==> src/hdl/od_cfg.svh <==
`ifndef OD_CFG_SVH
`define OD_CFG_SVH

// Instructions per dispatch pair
`define OD_SLOTS        2

// Physical register file
`define OD_PRF_ENTRIES  64
`define OD_PREG_BITS    6

// Datapath widths
`define OD_WORD_BITS    64
`define OD_ALU_BITS     5

// Hardwired zero register
`define OD_ZERO_PREG    0

`endif

==> src/hdl/od_pkg.sv <==
`default_nettype none

`include "od_cfg.svh"

package od_pkg;

  // Physical register tag
  typedef logic [`OD_PREG_BITS-1:0] preg_t;

  typedef logic [`OD_WORD_BITS-1:0] word_t;     // Operand or result word
  typedef logic [`OD_ALU_BITS-1:0]  alu_func_t; // ALU function code

  // One bit per slot, bit 0 the older instruction
  typedef logic [`OD_SLOTS-1:0] slot_mask_t;

  // Free issue slots downstream, 0 to OD_SLOTS
  typedef logic [$clog2(`OD_SLOTS+1)-1:0] room_t;

endpackage

`default_nettype wire

==> src/hdl/operand_issue.sv <==
`timescale 1ns/1ps
`default_nettype none

`include "od_cfg.svh"

module operand_issue
(
  input  wire                                          clock,
  input  wire                                          rst,
  input  wire                                          flush,
  input  wire od_pkg::slot_mask_t                      dsp_valid,
  input  wire od_pkg::preg_t         [`OD_SLOTS-1:0]   dsp_pdest,
  input  wire od_pkg::alu_func_t     [`OD_SLOTS-1:0]   dsp_func,
  input  wire od_pkg::preg_t         [`OD_SLOTS-1:0]   dsp_srca,
  input  wire od_pkg::preg_t         [`OD_SLOTS-1:0]   dsp_srcb,
  input  wire od_pkg::word_t         [2*`OD_SLOTS-1:0] rd_data,
  input  wire od_pkg::slot_mask_t                      cdb_valid,
  input  wire od_pkg::preg_t         [`OD_SLOTS-1:0]   cdb_tag,
  input  wire od_pkg::word_t         [`OD_SLOTS-1:0]   cdb_value,
  output od_pkg::slot_mask_t                           iss_valid,
  output od_pkg::preg_t              [`OD_SLOTS-1:0]   iss_pdest,
  output od_pkg::alu_func_t          [`OD_SLOTS-1:0]   iss_func,
  output od_pkg::word_t              [`OD_SLOTS-1:0]   iss_opa,
  output od_pkg::word_t              [`OD_SLOTS-1:0]   iss_opb
);

  od_pkg::preg_t [2*`OD_SLOTS-1:0] op_tag;
  od_pkg::word_t [2*`OD_SLOTS-1:0] op_value;

  // Pick the CDB value over the register file on a tag match
  function automatic od_pkg::word_t bypass
  (
    input od_pkg::preg_t                  tag,
    input od_pkg::word_t                  rf_value,
    input od_pkg::slot_mask_t             bus_valid,
    input od_pkg::preg_t [`OD_SLOTS-1:0]  bus_tag,
    input od_pkg::word_t [`OD_SLOTS-1:0]  bus_value
  );
    od_pkg::word_t result;
    result = rf_value;
    // Highest port first so CDB slot 0 wins
    for (int p = `OD_SLOTS-1; p >= 0; p--)
    begin
      if (bus_valid[p] && (bus_tag[p] == tag))
      begin
        result = bus_value[p];
      end
    end
    return result;
  endfunction

  ////////////////////////////////////////////////////////////
  // Operand bypass
  ////////////////////////////////////////////////////////////

  for (genvar s = 0; s < `OD_SLOTS; s++)
  begin : g_tag
    assign op_tag[2*s]   = dsp_srca[s]; // Same order as register file reads
    assign op_tag[2*s+1] = dsp_srcb[s];
  end

  for (genvar r = 0; r < 2*`OD_SLOTS; r++)
  begin : g_bypass
    assign op_value[r] = bypass(op_tag[r], rd_data[r], cdb_valid, cdb_tag, cdb_value);
  end

  ////////////////////////////////////////////////////////////
  // IS/EX register
  ////////////////////////////////////////////////////////////

  always_ff @(posedge clock)
  begin
    if (rst || flush)
    begin
      iss_valid <= '0;
    end
    else
    begin
      iss_valid <= dsp_valid; // Loads every cycle, no stall
    end
  end

  always_ff @(posedge clock)
  begin
    iss_pdest <= dsp_pdest;
    iss_func  <= dsp_func;
    for (int s = 0; s < `OD_SLOTS; s++)
    begin
      iss_opa[s] <= op_value[2*s];
      iss_opb[s] <= op_value[2*s+1];
    end
  end

endmodule

`default_nettype wire

==> config.mk <==
export PLATFORM = sky130hd
export DESIGN_NAME = operand_issue
export DESIGN_NICKNAME = d
export VERILOG_FILES = /design/src/hdl/od_pkg.sv /design/src/hdl/operand_issue.sv
export VERILOG_INCLUDE_DIRS = /design/src /design/src/hdl
export SDC_FILE = /design/constraint.sdc
export NUM_CORES = 1
export LEC_CHECK = 0
export ABC_AREA = 1
export BUFFER_PORTS_ARGS = -buffer_cell sky130_fd_sc_hd__buf_2
export CAP_MARGIN = 0
export CORE_AREA = 2 2 284 286
export DETAILED_ROUTE_END_ITERATION = 10
export DIE_AREA = 0 0 286 288
export HOLD_SLACK_MARGIN = 0.05
export PLACE_DENSITY_LB_ADDON = 0.3
export SLEW_MARGIN = 20
export SYNTH_ARGS = -nofsm -noshare
export SYNTH_HDL_FRONTEND = slang
export SYNTH_SLANG_ARGS = --single-unit
==> constraint.sdc <==
create_clock -name clock -period 1.6 [get_ports clock]
set_clock_uncertainty 0.1 [all_clocks]
set_input_delay 0 -clock clock [delete_from_list [all_inputs] [get_ports clock]]
set_output_delay 0 -clock clock [all_outputs]
set_load 0.05 [all_outputs]
==> run metrics <==
worst stage delay on the critical path=around 570 ps; final hold violation count=0; DR vias=between 20000 and 25000; CTS tree=built; TritonCTS Buffers=36; worst vdd ir=around 0.58 mV; Arr. time, crit path=1960 ps; Overall Global Routing Usage=0.216; CTS sink count=280; Slew HR=0.753; mean area per synthesized cell=between 6 and 7 um2; drc violations=0; Final nets=between 3000 and 4000; Antenna Nets Post-Route=0; first-pass GRT wire length=between 100000 and 150000 um; die width=roughly 290 um; H-tree depth=2; initial antenna violation count=33; critical path, cell by cell=dlygate4sd3_1 > buf_2 > dlygate4sd3_1 > nor3b_2 > dlygate4sd3_1; worst slew pin tran=about 370 ps; Synth warnings=0; clk root buf=clkbuf_16; Leakage=around 0.014 uW; endpoints failing setup=0; hold endpoint=iss_opb[91]; 1st-pass router iterations=6; Hold Path Depth=6; CP Buf/Inv Count=4; Slowest-stage cell, CP=dlygate4sd3_1; Worst Hold Class=in2reg; cell family with most CP delay=buffers and inverters; placement row count=about 100; hold_sp=cdb_value[91]; total wire length=between 90000 and 100000 um; starting DRC count in detailed routing=~1800; Final min period=1570 ps; Die Y=approximately 290 um; max-cap check violation count=0; Final Cycle Share=0.984; area delta synth->final=87.3%; Hold Slack=44.7 ps; highest-count cells in the layout ignoring fill and taps=buf_2 (727), nand2_1 (657), nand3_1 (641); Cell Area, Synth=approximately 14000 um2; fmax=0.635 GHz; commonest non-fill, non-tap cell in the layout=buf_2; area share of the largest cell type after synthesis=0.389; crit path capture type=register; outcome=finished clean; Reg clk slew, reported paths=60 ps; Synth area leaders=dfxtp_1 (39%), nand3_1 (22%), nand2_1 (17%); kind of start point of the critical path=input port; Die ar.=between 80000 and 90000 um2; RSZ-0062 raised after global routing=yes; vias in the first global route=just over 20000; post-synthesis cell type count=25; Initial Util=0.181; PD cells=roughly 850 nW/um2; io pins=729; Setup CP Type=in2reg; max-slew violation count=0; vias per cell=around 4.5; Yosys reg bits=280; Synth Net Count=between 2000 and 3000; Crit path required time=around 2000 ps; crit path max fanout=2; sequential share of the synthesized area=0.389; total power=between 20000 and 25000 uW; RD Place Congestion=between 0.8 and 0.9; Core Region=79600 um2; DP Wirelength=around 65000 um; synthesized instance count=~2200; gr ovfl total=0; largest net degree at the start of global routing=between 50 and 60; Clock Tree Buf Depth=3; drt wl/cell=~21 um; port bufs=728; share of cells above drive strength 1=0.260; Critical Path Most Common Cell=dlygate4sd3_1; post-synth top area cell=dfxtp_1
## Yosys cell counts (all sizes together)
cell type  instances
xor2               2
clkinv             3
o21ai              4
o211ai             1
xnor2              2
nor3b              2
nor3               1
buf              161
nor2              18
dfxtp            280
nand4             69
inv              356
a21oi              4
nand3            647
o22ai              8
nand2            664
## stage by stage
step                      worst slack, ps  setup TNS (ps)  instances  utilization  cell area, um2
after CTS                            64.9               0       4585        0.336           26700
after detailed placement             18.3               0       3935        0.247           19700
after global placement               19.7               0       3935        0.247           19700
after floorplan                       416               0       2222            -           14400
after global routing                -36.8            -531       4599        0.339           27000
final                                25.6               0       4600        0.339           27000
## state kept, by name (all words and copies together) (netlist names)
signal / flops
iss_opa: 128
iss_opb: 128
iss_pdest: 12
iss_func: 10
iss_valid: 2
## worst max-delay path by stage
stage / startpoint / end / slack, ps / cells past startpoint
after floorplan: cdb_tag[11] / iss_opb[10] / 420 / 9
after global placement: cdb_tag[11] / iss_opb[35] / 20 / 9
after detailed placement: cdb_tag[0] / iss_opa[73] / 20 / 8
after CTS: flush / iss_valid[0] / 60 / 5
after global routing: dsp_srcb[11] / iss_opb[90] / -40 / 12
final: rst / iss_valid[0] / 30 / 5
## cells by family (layout without fill, tap and decap cells)
logic type | Yosys count | count (layout) | share of synthesized area
flip-flops | 280 | 280 | 0.389
AND/OR/NAND/NOR | 1401 | 1401 | 0.436
XOR/XNOR | 4 | 4 | 0.00243
other | 0 | 7 | 0
AO/OA/AOI/OAI | 17 | 17 | 0.00677
buffers and inverters | 520 | 1831 | 0.166
## metal layers
metal / track usage / vias up / share of wire
li1: - / 9590 / -
met3: 0.0580 / 294 / 0.091
met5: 0 / - / 0.0025
met2: 0.365 / 1149 / 0.47
met4: 0.106 / 38 / 0.049
met1: 0.253 / 9744 / 0.39
## final cells by class
class	count	area [um2]
Sequential cell	280	5610
Multi-Input combinational cell	1422	6610
Inverter	359	1350
Clock inverter	9	114
Fill cell	8598	52600
Clock buffer	54	1090
Antenna cell	7	17.5
Timing Repair Buffer	1409	10900
Tap cell	1060	1330
## what timing repair did
item | CTS | global route
setup buffers | 0 | 2
endpoints found under the setup margin | 0 | 45
hold buffers | 587 | 2
gates resized for setup | 0 | 21
hold endpoints to repair | 280 | 1
## power by group
group	leakage, uW	internal, uW	switching (uW)
clock	0.000582	5040	3510
sequential	0.00236	7460	159
combinational	0.0114	2460	4250
total	0.0144	15000	7910
Note: power is estimated with default switching activity, not from simulation.
