$ cat src/hdl/od_cfg.svh
`ifndef OD_CFG_SVH
`define OD_CFG_SVH

// Instructions per dispatch pair
`define OD_SLOTS        2

// Physical register file
`define OD_PRF_ENTRIES  64
`define OD_PREG_BITS    6

// Datapath widths
`define OD_WORD_BITS    64
`define OD_ALU_BITS     5

// Hardwired zero register
`define OD_ZERO_PREG    0

`endif

$ cat src/hdl/od_pkg.sv
`default_nettype none

`include "od_cfg.svh"

package od_pkg;

  // Physical register tag
  typedef logic [`OD_PREG_BITS-1:0] preg_t;

  typedef logic [`OD_WORD_BITS-1:0] word_t;     // Operand or result word
  typedef logic [`OD_ALU_BITS-1:0]  alu_func_t; // ALU function code

  // One bit per slot, bit 0 the older instruction
  typedef logic [`OD_SLOTS-1:0] slot_mask_t;

  // Free issue slots downstream, 0 to OD_SLOTS
  typedef logic [$clog2(`OD_SLOTS+1)-1:0] room_t;

endpackage

`default_nettype wire

$ cat src/hdl/dispatch_buffer.sv
`timescale 1ns/1ps
`default_nettype none

`include "od_cfg.svh"

module dispatch_buffer
(
  input  wire                                          clock,
  input  wire                                          rst,
  input  wire                                          flush,     // Mispredict recovery
  input  wire od_pkg::room_t                           room,      // Free slots downstream
  input  wire od_pkg::slot_mask_t                      in_valid,
  input  wire od_pkg::preg_t         [`OD_SLOTS-1:0]   in_pdest,
  input  wire od_pkg::preg_t         [`OD_SLOTS-1:0]   in_srca,
  input  wire od_pkg::preg_t         [`OD_SLOTS-1:0]   in_srcb,
  input  wire od_pkg::alu_func_t     [`OD_SLOTS-1:0]   in_func,
  output logic                                         in_ready,
  output od_pkg::slot_mask_t                           dsp_valid,
  output od_pkg::preg_t              [`OD_SLOTS-1:0]   dsp_pdest,
  output od_pkg::preg_t              [`OD_SLOTS-1:0]   dsp_srca,
  output od_pkg::preg_t              [`OD_SLOTS-1:0]   dsp_srcb,
  output od_pkg::alu_func_t          [`OD_SLOTS-1:0]   dsp_func
);

  // ID/DP pair
  od_pkg::slot_mask_t                   buf_valid;
  od_pkg::preg_t        [`OD_SLOTS-1:0] buf_pdest;
  od_pkg::preg_t        [`OD_SLOTS-1:0] buf_srca;
  od_pkg::preg_t        [`OD_SLOTS-1:0] buf_srcb;
  od_pkg::alu_func_t    [`OD_SLOTS-1:0] buf_func;

  od_pkg::room_t occupancy;
  logic          compact;

  ////////////////////////////////////////////////////////////
  // Dispatch decision
  ////////////////////////////////////////////////////////////

  assign occupancy = od_pkg::room_t'(buf_valid[0]) + od_pkg::room_t'(buf_valid[1]);

  // Free for a new pair once every occupant leaves
  assign in_ready = (occupancy <= room);

  // Two held, one slot free downstream
  assign compact = (occupancy == 2'd2) && (room == 2'd1);

  // Leave in slot order, at most room of them
  assign dsp_valid[0] = buf_valid[0] && (room != 2'd0);
  assign dsp_valid[1] = buf_valid[1] && (room >= 2'd2);

  assign dsp_pdest = buf_pdest;
  assign dsp_srca  = buf_srca;
  assign dsp_srcb  = buf_srcb;
  assign dsp_func  = buf_func;

  ////////////////////////////////////////////////////////////
  // Buffer update
  ////////////////////////////////////////////////////////////

  always_ff @(posedge clock)
  begin
    if (rst || flush)
    begin
      buf_valid <= '0; // Flush drops a pair taken on the same edge
    end
    else if (in_ready)
    begin
      buf_valid <= in_valid;
    end
    else if (compact)
    begin
      buf_valid <= od_pkg::slot_mask_t'(1); // Younger now sits in slot 0
    end
  end

  always_ff @(posedge clock)
  begin
    if (in_ready)
    begin
      buf_pdest <= in_pdest;
      buf_srca  <= in_srca;
      buf_srcb  <= in_srcb;
      buf_func  <= in_func;
    end
    else if (compact)
    begin
      // Move slot 1 down into slot 0
      buf_pdest[0] <= buf_pdest[1];
      buf_srca[0]  <= buf_srca[1];
      buf_srcb[0]  <= buf_srcb[1];
      buf_func[0]  <= buf_func[1];
    end
  end

  // Slot 1 never holds an instruction without an older one in slot 0
  a_slot_order: assert property (@(posedge clock) disable iff (rst)
    !(buf_valid[1] && !buf_valid[0]));

endmodule

`default_nettype wire

$ cat config.mk
export PLATFORM = sky130hd
export DESIGN_NAME = dispatch_buffer
export DESIGN_NICKNAME = d
export VERILOG_FILES = /design/src/hdl/od_pkg.sv /design/src/hdl/dispatch_buffer.sv
export VERILOG_INCLUDE_DIRS = /design/src /design/src/hdl
export SDC_FILE = /design/constraint.sdc
export NUM_CORES = 1
export LEC_CHECK = 0
export BUFFER_PORTS_ARGS = -buffer_cell sky130_fd_sc_hd__buf_2
export CAP_MARGIN = 15
export CORE_MARGIN = 2
export CORE_UTILIZATION = 44
export DETAILED_ROUTE_END_ITERATION = 6
export GPL_ROUTABILITY_DRIVEN = 0
export PLACE_DENSITY_LB_ADDON = 0.2
export REMOVE_ABC_BUFFERS = 1
export SLEW_MARGIN = 30
export SYNTH_ARGS = -nofsm -noshare
export SYNTH_HDL_FRONTEND = slang
export SYNTH_SLANG_ARGS = --single-unit
$ cat constraint.sdc
create_clock -name clock -period 3.1 [get_ports clock]
set_input_delay 0.31 -clock clock [delete_from_list [all_inputs] [get_ports clock]]
set_output_delay 0.31 -clock clock [all_outputs]
set_load 0.02 [all_outputs]
==> results.yml, run 1 <==
power_and_ir_drop:
  p_leak_nw: 1.17
  peakVddDrop_mv: 0.335
  power_mw: 1.48
  powerDensity_nw_per_um2: 576
sta:
  grt_setup_unrepaired: "false"
  setup_tns_ns: 0
  min_period_ns: 2.44
  slew_headroom: 0.770
  max_freq_mhz: 410
  worst_pin_slew_ns: 0.344
  setup_viol: 0
  hold_viol_final: 0
  drv_slew: 0
  finClkSkew_ns: 0.00398
  timing.final.crit_share: 0.786
clocking:
  path_clk_slew_ns: 0.08
  ctsHoldBuffers: 0
  cts_buffers: 5
  cts-htree-levels: 2
  cts-root-buf: "clkbuf_8"
  cts_tree: "built"
  cts_resized: 0
  cts_setup_buffers: 0
  cts.path.max_buffers: 2
  clock_latency_ns: 0.29
  clkSinkCount: 48
global_route:
  use_met1: 0.171
  grt_pass1_vias: 1296
  use_met3: 0.0765
  antenna_found_initial: 0
  use_met2: 0.277
  grt_max_degree: 25
  top_usage_layer: "met2"
  grt_first_pass_wirelength_um: 6060
  grt_util_all_layers: 0.159
  gr-total-overflow: 0
floorplan:
  die_area_um2: 4950
  start_util: 0.451
  die_w_um: 70.3
  die_h_um: 70.3
  core_um2: 4290
  num_rows: 24
  ios: 102
layout:
  finalNonFillerCells: 254
  multi_input_area_um2: 452
  finalNetCount: 258
  register_area_um2: 1420
  fill_cells: 342
  drive_gt1_frac: 0.683
  final_common_cell: "buf_2"
  area_growth_pct: 33.0
  final_area_um2: 2570
  n_antenna_cell: 0
  final_cell_mix: "buf_2 (101), edfxtp_1 (46), mux2_4 (18)"
critical_path:
  worst_setup_path_end_kind: "output pin"
  cp_slowest_cell: "dfxtp_1"
  worstPathArrival_ns: 2.13
  critPathBufInv: 3
  cp_max_fo: 10
  cp.required_ns: 2.79
  path_cells: "ha_1, ha_1, nor2b_4, o21a_1, inv_1, buf_4, buf_2"
  path_class: "flop to output pin"
  critPathLaunchType: "flop"
  crit_top_cell: "ha_1"
  crit_family: "buffers and inverters"
  max_stage_delay_ns: 0.34
routing:
  routed_wl_um: 3780
  viasPerCell: 4.73
  routedWlPerCell_um: 14.9
  via_count: 1202
  final_antenna_net_count: 0
  drc: 0
  drt_iter0_markers: 74
  drtPass1Iterations: 4
logic_synthesis:
  avgSynthCellArea_um2: 21.0
  ys_types: 18
  synth-seq-area-share: 0.734
  synth_cells: 92
  netlist_area_um2: 1940
  yosys_warnings: 0
  ys_ff_latch: 48
placement:
  post_dp_cell_area_um2: 2490
  place_hpwl_um: 2890
  dpl.cell_count: 247
  io_buffers: 101
hold_path:
  min_path_type: "input pin to flop"
flow_run:
  maxCapViolCount: 0
outcome:
  status: "complete, no violations"
[cell families after synthesis]
logic type               after synthesis  synth area share
AO/OA/AOI/OAI                          4            0.0175
AND/OR/NAND/NOR                        7            0.0226
flip-flops                            48             0.734
multiplexers                          24             0.174
adder cells (fa/ha/maj)                3            0.0194
buffers and inverters                  6            0.0323
[report_power, final]
part	leakage [nW]	internal [mW]	total [mW]	switching [mW]
combinational	0.647	0.134	0.316	0.182
sequential	0.487	0.801	0.825	0.0238
clock	0.0400	0.153	0.343	0.190
[worst reg2reg max path, cell delays in order, from the launching register on]
cell     delay, ns
dfxtp_1       0.34
ha_1          0.22
ha_1          0.30
nor2b_4       0.13
o21a_1        0.19
inv_1         0.27
buf_4         0.28
[synthesized netlist by cell type (all sizes together)]
cell type  number  area, um^2
and2            1        6.26
buf             3        51.3
dfxtp           2        40.0
edfxtp         46        1380
ha              3        37.5
inv             3        11.3
mux2           23         327
mux2i           1        10.0
nand2           2        7.51
nand3           1        5.00
nand3b          1        7.51
nor2            1        3.75
nor2b           1        13.8
o211ai          1        7.51
o21a            2        15.0
o221a           1        11.3
[per-layer routing]
metal,share of wire,up-vias
met5,0,-
met2,0.52,66
met3,0.10,2
met4,0.0037,0
li1,-,571
met1,0.38,563
[area by class of cell]
class	count	area share
clock buffer	5	0.0267
inverter	3	0.00438
tap	52	0.0253
clock inverter	2	0.00486
sequential	48	0.552
timing repair buffer	106	0.211
multi-input combinational	38	0.175
[worst paths after layout]
path / from / end / slack (ns) / cells after the start
hold reg to reg: buf_valid[1] / buf_valid[1] / 0.51 / 2
setup reg to reg: buf_valid[0] / dsp_func[5] / 1.07 / 6
setup / recovery: buf_valid[0] / in_ready / 0.66 / 7
hold / removal: in_srca[11] / dsp_srca[11] / 0.19 / 1
[flip-flops by register name, indices dropped and copies added (netlist names)]
name,cells
dsp_srca,12
dsp_srcb,12
dsp_func,10
dsp_pdest,12
buf_valid,2
[per-stage QoR]
stage | utilization | setup slack (ns) | hold slack [ns]
after floorplan | - | 0.157 | 0.409
after global placement | 0.580 | 1.01 | 0.473
after detailed placement | 0.580 | 0.975 | 0.489
after CTS | 0.599 | 0.634 | 0.176
after global routing | 0.599 | 0.518 | 0.171
final | 0.599 | 0.664 | 0.190
No activity file was read; power rests on OpenSTA's default activity.
==> run 2: changes to the inputs <==
--- a/config.mk
+++ b/config.mk
@@ -9,7 +9,7 @@
 export BUFFER_PORTS_ARGS = -buffer_cell sky130_fd_sc_hd__buf_2
 export CAP_MARGIN = 15
 export CORE_MARGIN = 2
-export CORE_UTILIZATION = 44
+export CORE_UTILIZATION = 40
 export DETAILED_ROUTE_END_ITERATION = 6
 export GPL_ROUTABILITY_DRIVEN = 0
 export PLACE_DENSITY_LB_ADDON = 0.2
==> constraint.sdc (replaced) <==
create_clock -name clock -period 2 [get_ports clock]
set_input_delay 0.2 -clock clock [delete_from_list [all_inputs] [get_ports clock]]
set_output_delay 0.2 -clock clock [all_outputs]
set_load 0.02 [all_outputs]
==> run 2 against run 1 <==
Clock skew fell by 0.00082 ns; critical path depth did not move; cell area rose by 4.8%; wire length rose by 3.7%; clock power rose by 61%; clock-buffer cell count rose by 1; worst setup slack got worse by 0.59 ns; sequential cell count did not move; utilization fell by 2.5 points; combinational power rose by 69%; die area rose by 9.4%; critical path type is now flop to flop; largest cell class unchanged; largest power group unchanged; highest routed layer unchanged.
==> results.yml, run 2 (synthesis gave the netlist of run 1 again) <==
layout:
  final_common_cell: "buf_2"
  multi_input_area_um2: 489
  n_antenna_cell: 0
  fill_cells: 402
  final_area_um2: 2700
  drive_gt1_frac: 0.724
  register_area_um2: 1420
  finalNetCount: 265
  area_growth_pct: 39.3
  final_cell_mix: "buf_2 (100), edfxtp_1 (46), mux2_4 (18), buf_4 (10)"
clocking:
  path_clk_slew_ns: 0.08
  ctsHoldBuffers: 0
  cts_tree: "built"
  clkSinkCount: 48
  clock_latency_ns: 0.30
  cts.path.max_buffers: 2
  cts-root-buf: "clkbuf_8"
  cts-htree-levels: 2
  cts_buffers: 5
sta:
  finClkSkew_ns: 0.00316
  min_period_ns: 1.93
  hold_viol_final: 0
  timing.final.crit_share: 0.964
  max_freq_mhz: 519
  layout_setup_ws_ns: 0.0724
  hold_ws_ns: 0.0727
  setup_viol: 0
  worst_pin_slew_ns: 0.209
  drv_slew: 0
  slew_headroom: 0.860
critical_path:
  critPathBufInv: 2
  cp.required_ns: 2.06
  cp_max_fo: 9
  endpoint: "dsp_pdest[5]"
  worst_setup_path_end_kind: "flop"
  rr_worst_depth: 7
  r2r_slack_ns: 0.07
  startpoint: "buf_valid[1]"
  cp.depth: 7
  cp_slowest_cell: "mux2_2"
  worstPathArrival_ns: 1.98
  crit_family: "adder cells"
  critPathLaunchType: "flop"
  path_cells: "ha_2, inv_1, ha_4, nor2b_4, o21a_4, buf_6, mux2_2"
  r2r_end: "dsp_pdest[5]"
  max_stage_delay_ns: 0.34
  path_class: "flop to flop"
  worstReg2RegStart: "buf_valid[1]"
floorplan:
  die_h_um: 73.6
  die_area_um2: 5410
  ios: 102
  die_w_um: 73.6
  core_um2: 4690
  start_util: 0.413
  num_rows: 25
routing:
  routedWlPerCell_um: 14.8
  viasPerCell: 4.67
  drtPass1Iterations: 4
  routed_wl_um: 3910
  final_antenna_net_count: 0
  via_count: 1234
  drt_iter0_markers: 71
  drc: 0
placement:
  dp_slack_ns: 0.00449
  place_hpwl_um: 3010
  post_dp_cell_area_um2: 2570
  io_buffers: 101
global_route:
  grt_max_degree: 15
  antenna_found_initial: 0
  grt_util_all_layers: 0.148
  grt_pass1_vias: 1268
  gr-total-overflow: 0
  grt_first_pass_wirelength_um: 5800
hold_path:
  min_path_type: "input pin to flop"
  hold_depth: 1
power_and_ir_drop:
  p_leak_nw: 1.22
  peakVddDrop_mv: 0.486
  powerDensity_nw_per_um2: 876
  power_mw: 2.36
outcome:
  status: "complete, no violations"
flow_run:
  maxCapViolCount: 0
## run 2: cell count changes in the layout (fill, tap and decap cells not counted), sizes merged
cell,previous run,this run
clkbuf,5,6
buf,106,113
## run 2: worst min path at each step
stage	start	endpoint
global route	in_srca[7]	dsp_srca[7]
finish	in_func[9]	dsp_func[9]
floorplan	in_func[5]	dsp_func[5]
CTS	in_pdest[9]	dsp_pdest[9]
global placement	in_pdest[11]	dsp_pdest[11]
detailed placement	in_srcb[10]	dsp_srcb[10]
## run 2: power breakdown
| part | internal, mW | leakage, nW | switching, mW |
|---|---|---|---|
| logic | 0.239 | 0.689 | 0.295 |
| registers | 1.24 | 0.488 | 0.0362 |
| clock network | 0.243 | 0.0388 | 0.309 |
| total | 1.72 | 1.22 | 0.640 |
## run 2: area by class of cell
cell class,count,share of cell area
inverter,3,0.00510
clock inverter,2,0.00418
multi-input combinational,38,0.181
sequential,48,0.528
clock buffer,6,0.0269
timing repair buffer,113,0.229
tap,54,0.0251
## run 2: metrics by stage
step                cells  utilization  TNS (ns)
floorplan              89            -    -45.28
detailed placement    257        0.547         0
global placement      257        0.547         0
global route          264        0.575  -0.00181
CTS                   265        0.567   -0.0664
finish                264        0.575         0
## run 2: timing repair
action | CTS | global route
pin swaps | 1 | 1
setup buffers | 1 | 0
endpoints found under the setup margin | 7 | 24
resized for setup | 4 | 11
## run 2: metal layers
layer  track usage  up-vias  part of all wire
li1              -      589                 -
met1         0.166      574              0.39
met2         0.253       67              0.52
met3        0.0631        4             0.083
met4        0.0465        0            0.0054
met5             0        -                 0
==> run 3: changes to the inputs <==
--- a/config.mk
+++ b/config.mk
@@ -10,9 +10,10 @@
 export CAP_MARGIN = 15
 export CORE_MARGIN = 2
 export CORE_UTILIZATION = 40
+export CTS_CLUSTER_SIZE = 8
 export DETAILED_ROUTE_END_ITERATION = 6
 export GPL_ROUTABILITY_DRIVEN = 0
-export PLACE_DENSITY_LB_ADDON = 0.2
+export PLACE_DENSITY = 0.76
 export REMOVE_ABC_BUFFERS = 1
 export SLEW_MARGIN = 30
 export SYNTH_ARGS = -nofsm -noshare
==> run 3 against run 2 <==
Via count decreased by 2.4%; worst hold slack gained 0.0039 ns; power up 5.8%; sequential power about the same; die area unchanged; first-iteration DRC count shrank 5.6%; register-to-register slack about the same; clock-buffer cell count decreased by 1; worst setup slack better by 0.0098 ns; critical endpoint is now in_ready; highest routed layer unchanged.
==> results.yml, run 3 (synthesis gave the netlist of run 1 again) <==
sta:
  timing.final.crit_share: 0.959
  grt_setup_unrepaired: "false"
  drv_slew: 0
  layout_setup_ws_ns: 0.0822
  slew_headroom: 0.756
  setup_viol: 0
  hold_viol_final: 0
  max_freq_mhz: 521
  finClkSkew_ns: 0.00311
  worst_pin_slew_ns: 0.364
  min_period_ns: 1.92
  hold_ws_ns: 0.0767
global_route:
  grt_first_pass_wirelength_um: 5550
  grt_max_degree: 24
  grt_pass1_vias: 1212
  gr-total-overflow: 0
  grt_util_all_layers: 0.138
  antenna_found_initial: 0
floorplan:
  die_area_um2: 5410
  ios: 102
  die_h_um: 73.6
  num_rows: 25
  core_um2: 4690
  die_w_um: 73.6
  start_util: 0.413
critical_path:
  worst_setup_path_end_kind: "output pin"
  cp_slowest_cell: "dfxtp_2"
  cp_max_fo: 3
  path_cells: "ha_4, ha_1, nor2b_4, o21a_2, inv_2, buf_12, buf_8"
  path_class: "flop to output pin"
  rr_worst_depth: 7
  cp.depth: 7
  critPathLaunchType: "flop"
  crit_family: "adder cells"
  r2r_slack_ns: 0.08
  critPathBufInv: 3
  worstPathArrival_ns: 1.72
  max_stage_delay_ns: 0.35
  cp.required_ns: 1.80
placement:
  place_hpwl_um: 2820
  io_buffers: 101
  post_dp_cell_area_um2: 2540
  dp_slack_ns: 0.0110
routing:
  drtPass1Iterations: 4
  final_antenna_net_count: 0
  drt_iter0_markers: 67
  viasPerCell: 4.65
  routedWlPerCell_um: 14.6
  drc: 0
  via_count: 1204
  routed_wl_um: 3780
layout:
  final_area_um2: 2700
  drive_gt1_frac: 0.722
  fin_util: 0.576
  n_antenna_cell: 0
  final_cell_mix: "buf_2 (100), edfxtp_1 (46), mux2_4 (18), mux2_2 (5), clkbuf_8 (5)"
  finalNetCount: 260
  area_growth_pct: 39.6
  final_common_cell: "buf_2"
power_and_ir_drop:
  powerDensity_nw_per_um2: 926
  p_leak_nw: 1.22
  peakVddDrop_mv: 0.385
  clkPwrFrac: 0.279
  pwr-share-comb: 0.210
  p_int_mw: 1.85
  p_seq_frac: 0.512
  p_sw_frac: 0.259
  p_sw_mw: 0.648
clocking:
  clkSinkCount: 48
  cts_tree: "built"
  cts.path.max_buffers: 2
  clock_latency_ns: 0.29
  ctsHoldBuffers: 0
  cts-root-buf: "clkbuf_8"
  cts_buffers: 5
  cts-htree-levels: 2
  path_clk_slew_ns: 0.09
hold_path:
  hold_depth: 1
  min_path_type: "input pin to flop"
flow_run:
  maxCapViolCount: 0
outcome:
  status: "complete, no violations"
## run 3: repair_timing
item / CTS / global route
pin swaps: 3 / 0
setup buffers: 1 / 0
gates resized for setup: 9 / 1
setup endpoints to repair: 2 / 10
## run 3: worst paths after layout
kind	from	endpoint
setup / recovery	buf_valid[1]	in_ready
hold / removal	in_func[8]	dsp_func[8]
setup reg to reg	buf_valid[1]	dsp_srcb[5]
hold reg to reg	buf_valid[1]	buf_valid[1]
## run 3: worst register-to-register path, cell delays in order (launching register included)
cell and delay, ns:
dfxtp_2 0.35, ha_4 0.26, inv_2 0.04, ha_4 0.22, nand2_1 0.07, o21a_2 0.19
buf_12 0.19, mux2_2 0.36
## run 3: through the flow
stage / total power, mW / setup TNS, ns / instances
global route: 2.60 / 0 / 259
detailed placement: 1.81 / 0 / 250
CTS: 2.53 / 0 / 259
floorplan: 1.60 / -45.28 / 89
global placement: 1.80 / 0 / 250
finish: 2.50 / 0 / 259
## run 3: area by class of cell
cell class / instances / area, um^2
clock buffers: 5 / 68.8
repair buffers: 108 / 606
inverters: 3 / 11.3
clock inverters: 3 / 46.3
flip-flops and latches: 48 / 1420
fillers: 387 / 1990
multi-input cells: 38 / 478
well taps: 54 / 67.6
## run 3: power by group through the flow
stage	clock [mW]	sequential, mW	combinational (mW)
after floorplan	0	1.45	0.155
after global placement	0	1.30	0.506
after detailed placement	0	1.30	0.512
after CTS	0.718	1.28	0.528
after global routing	0.747	1.29	0.562
final	0.697	1.28	0.525
## run 3: metal layers
layer	global-route usage	routed length, um	part of all wire
met2	0.257	1950	0.52
met5	0	0	0
met4	0.0485	41	0.011
met1	0.149	1470	0.39
met3	0.0384	314	0.083
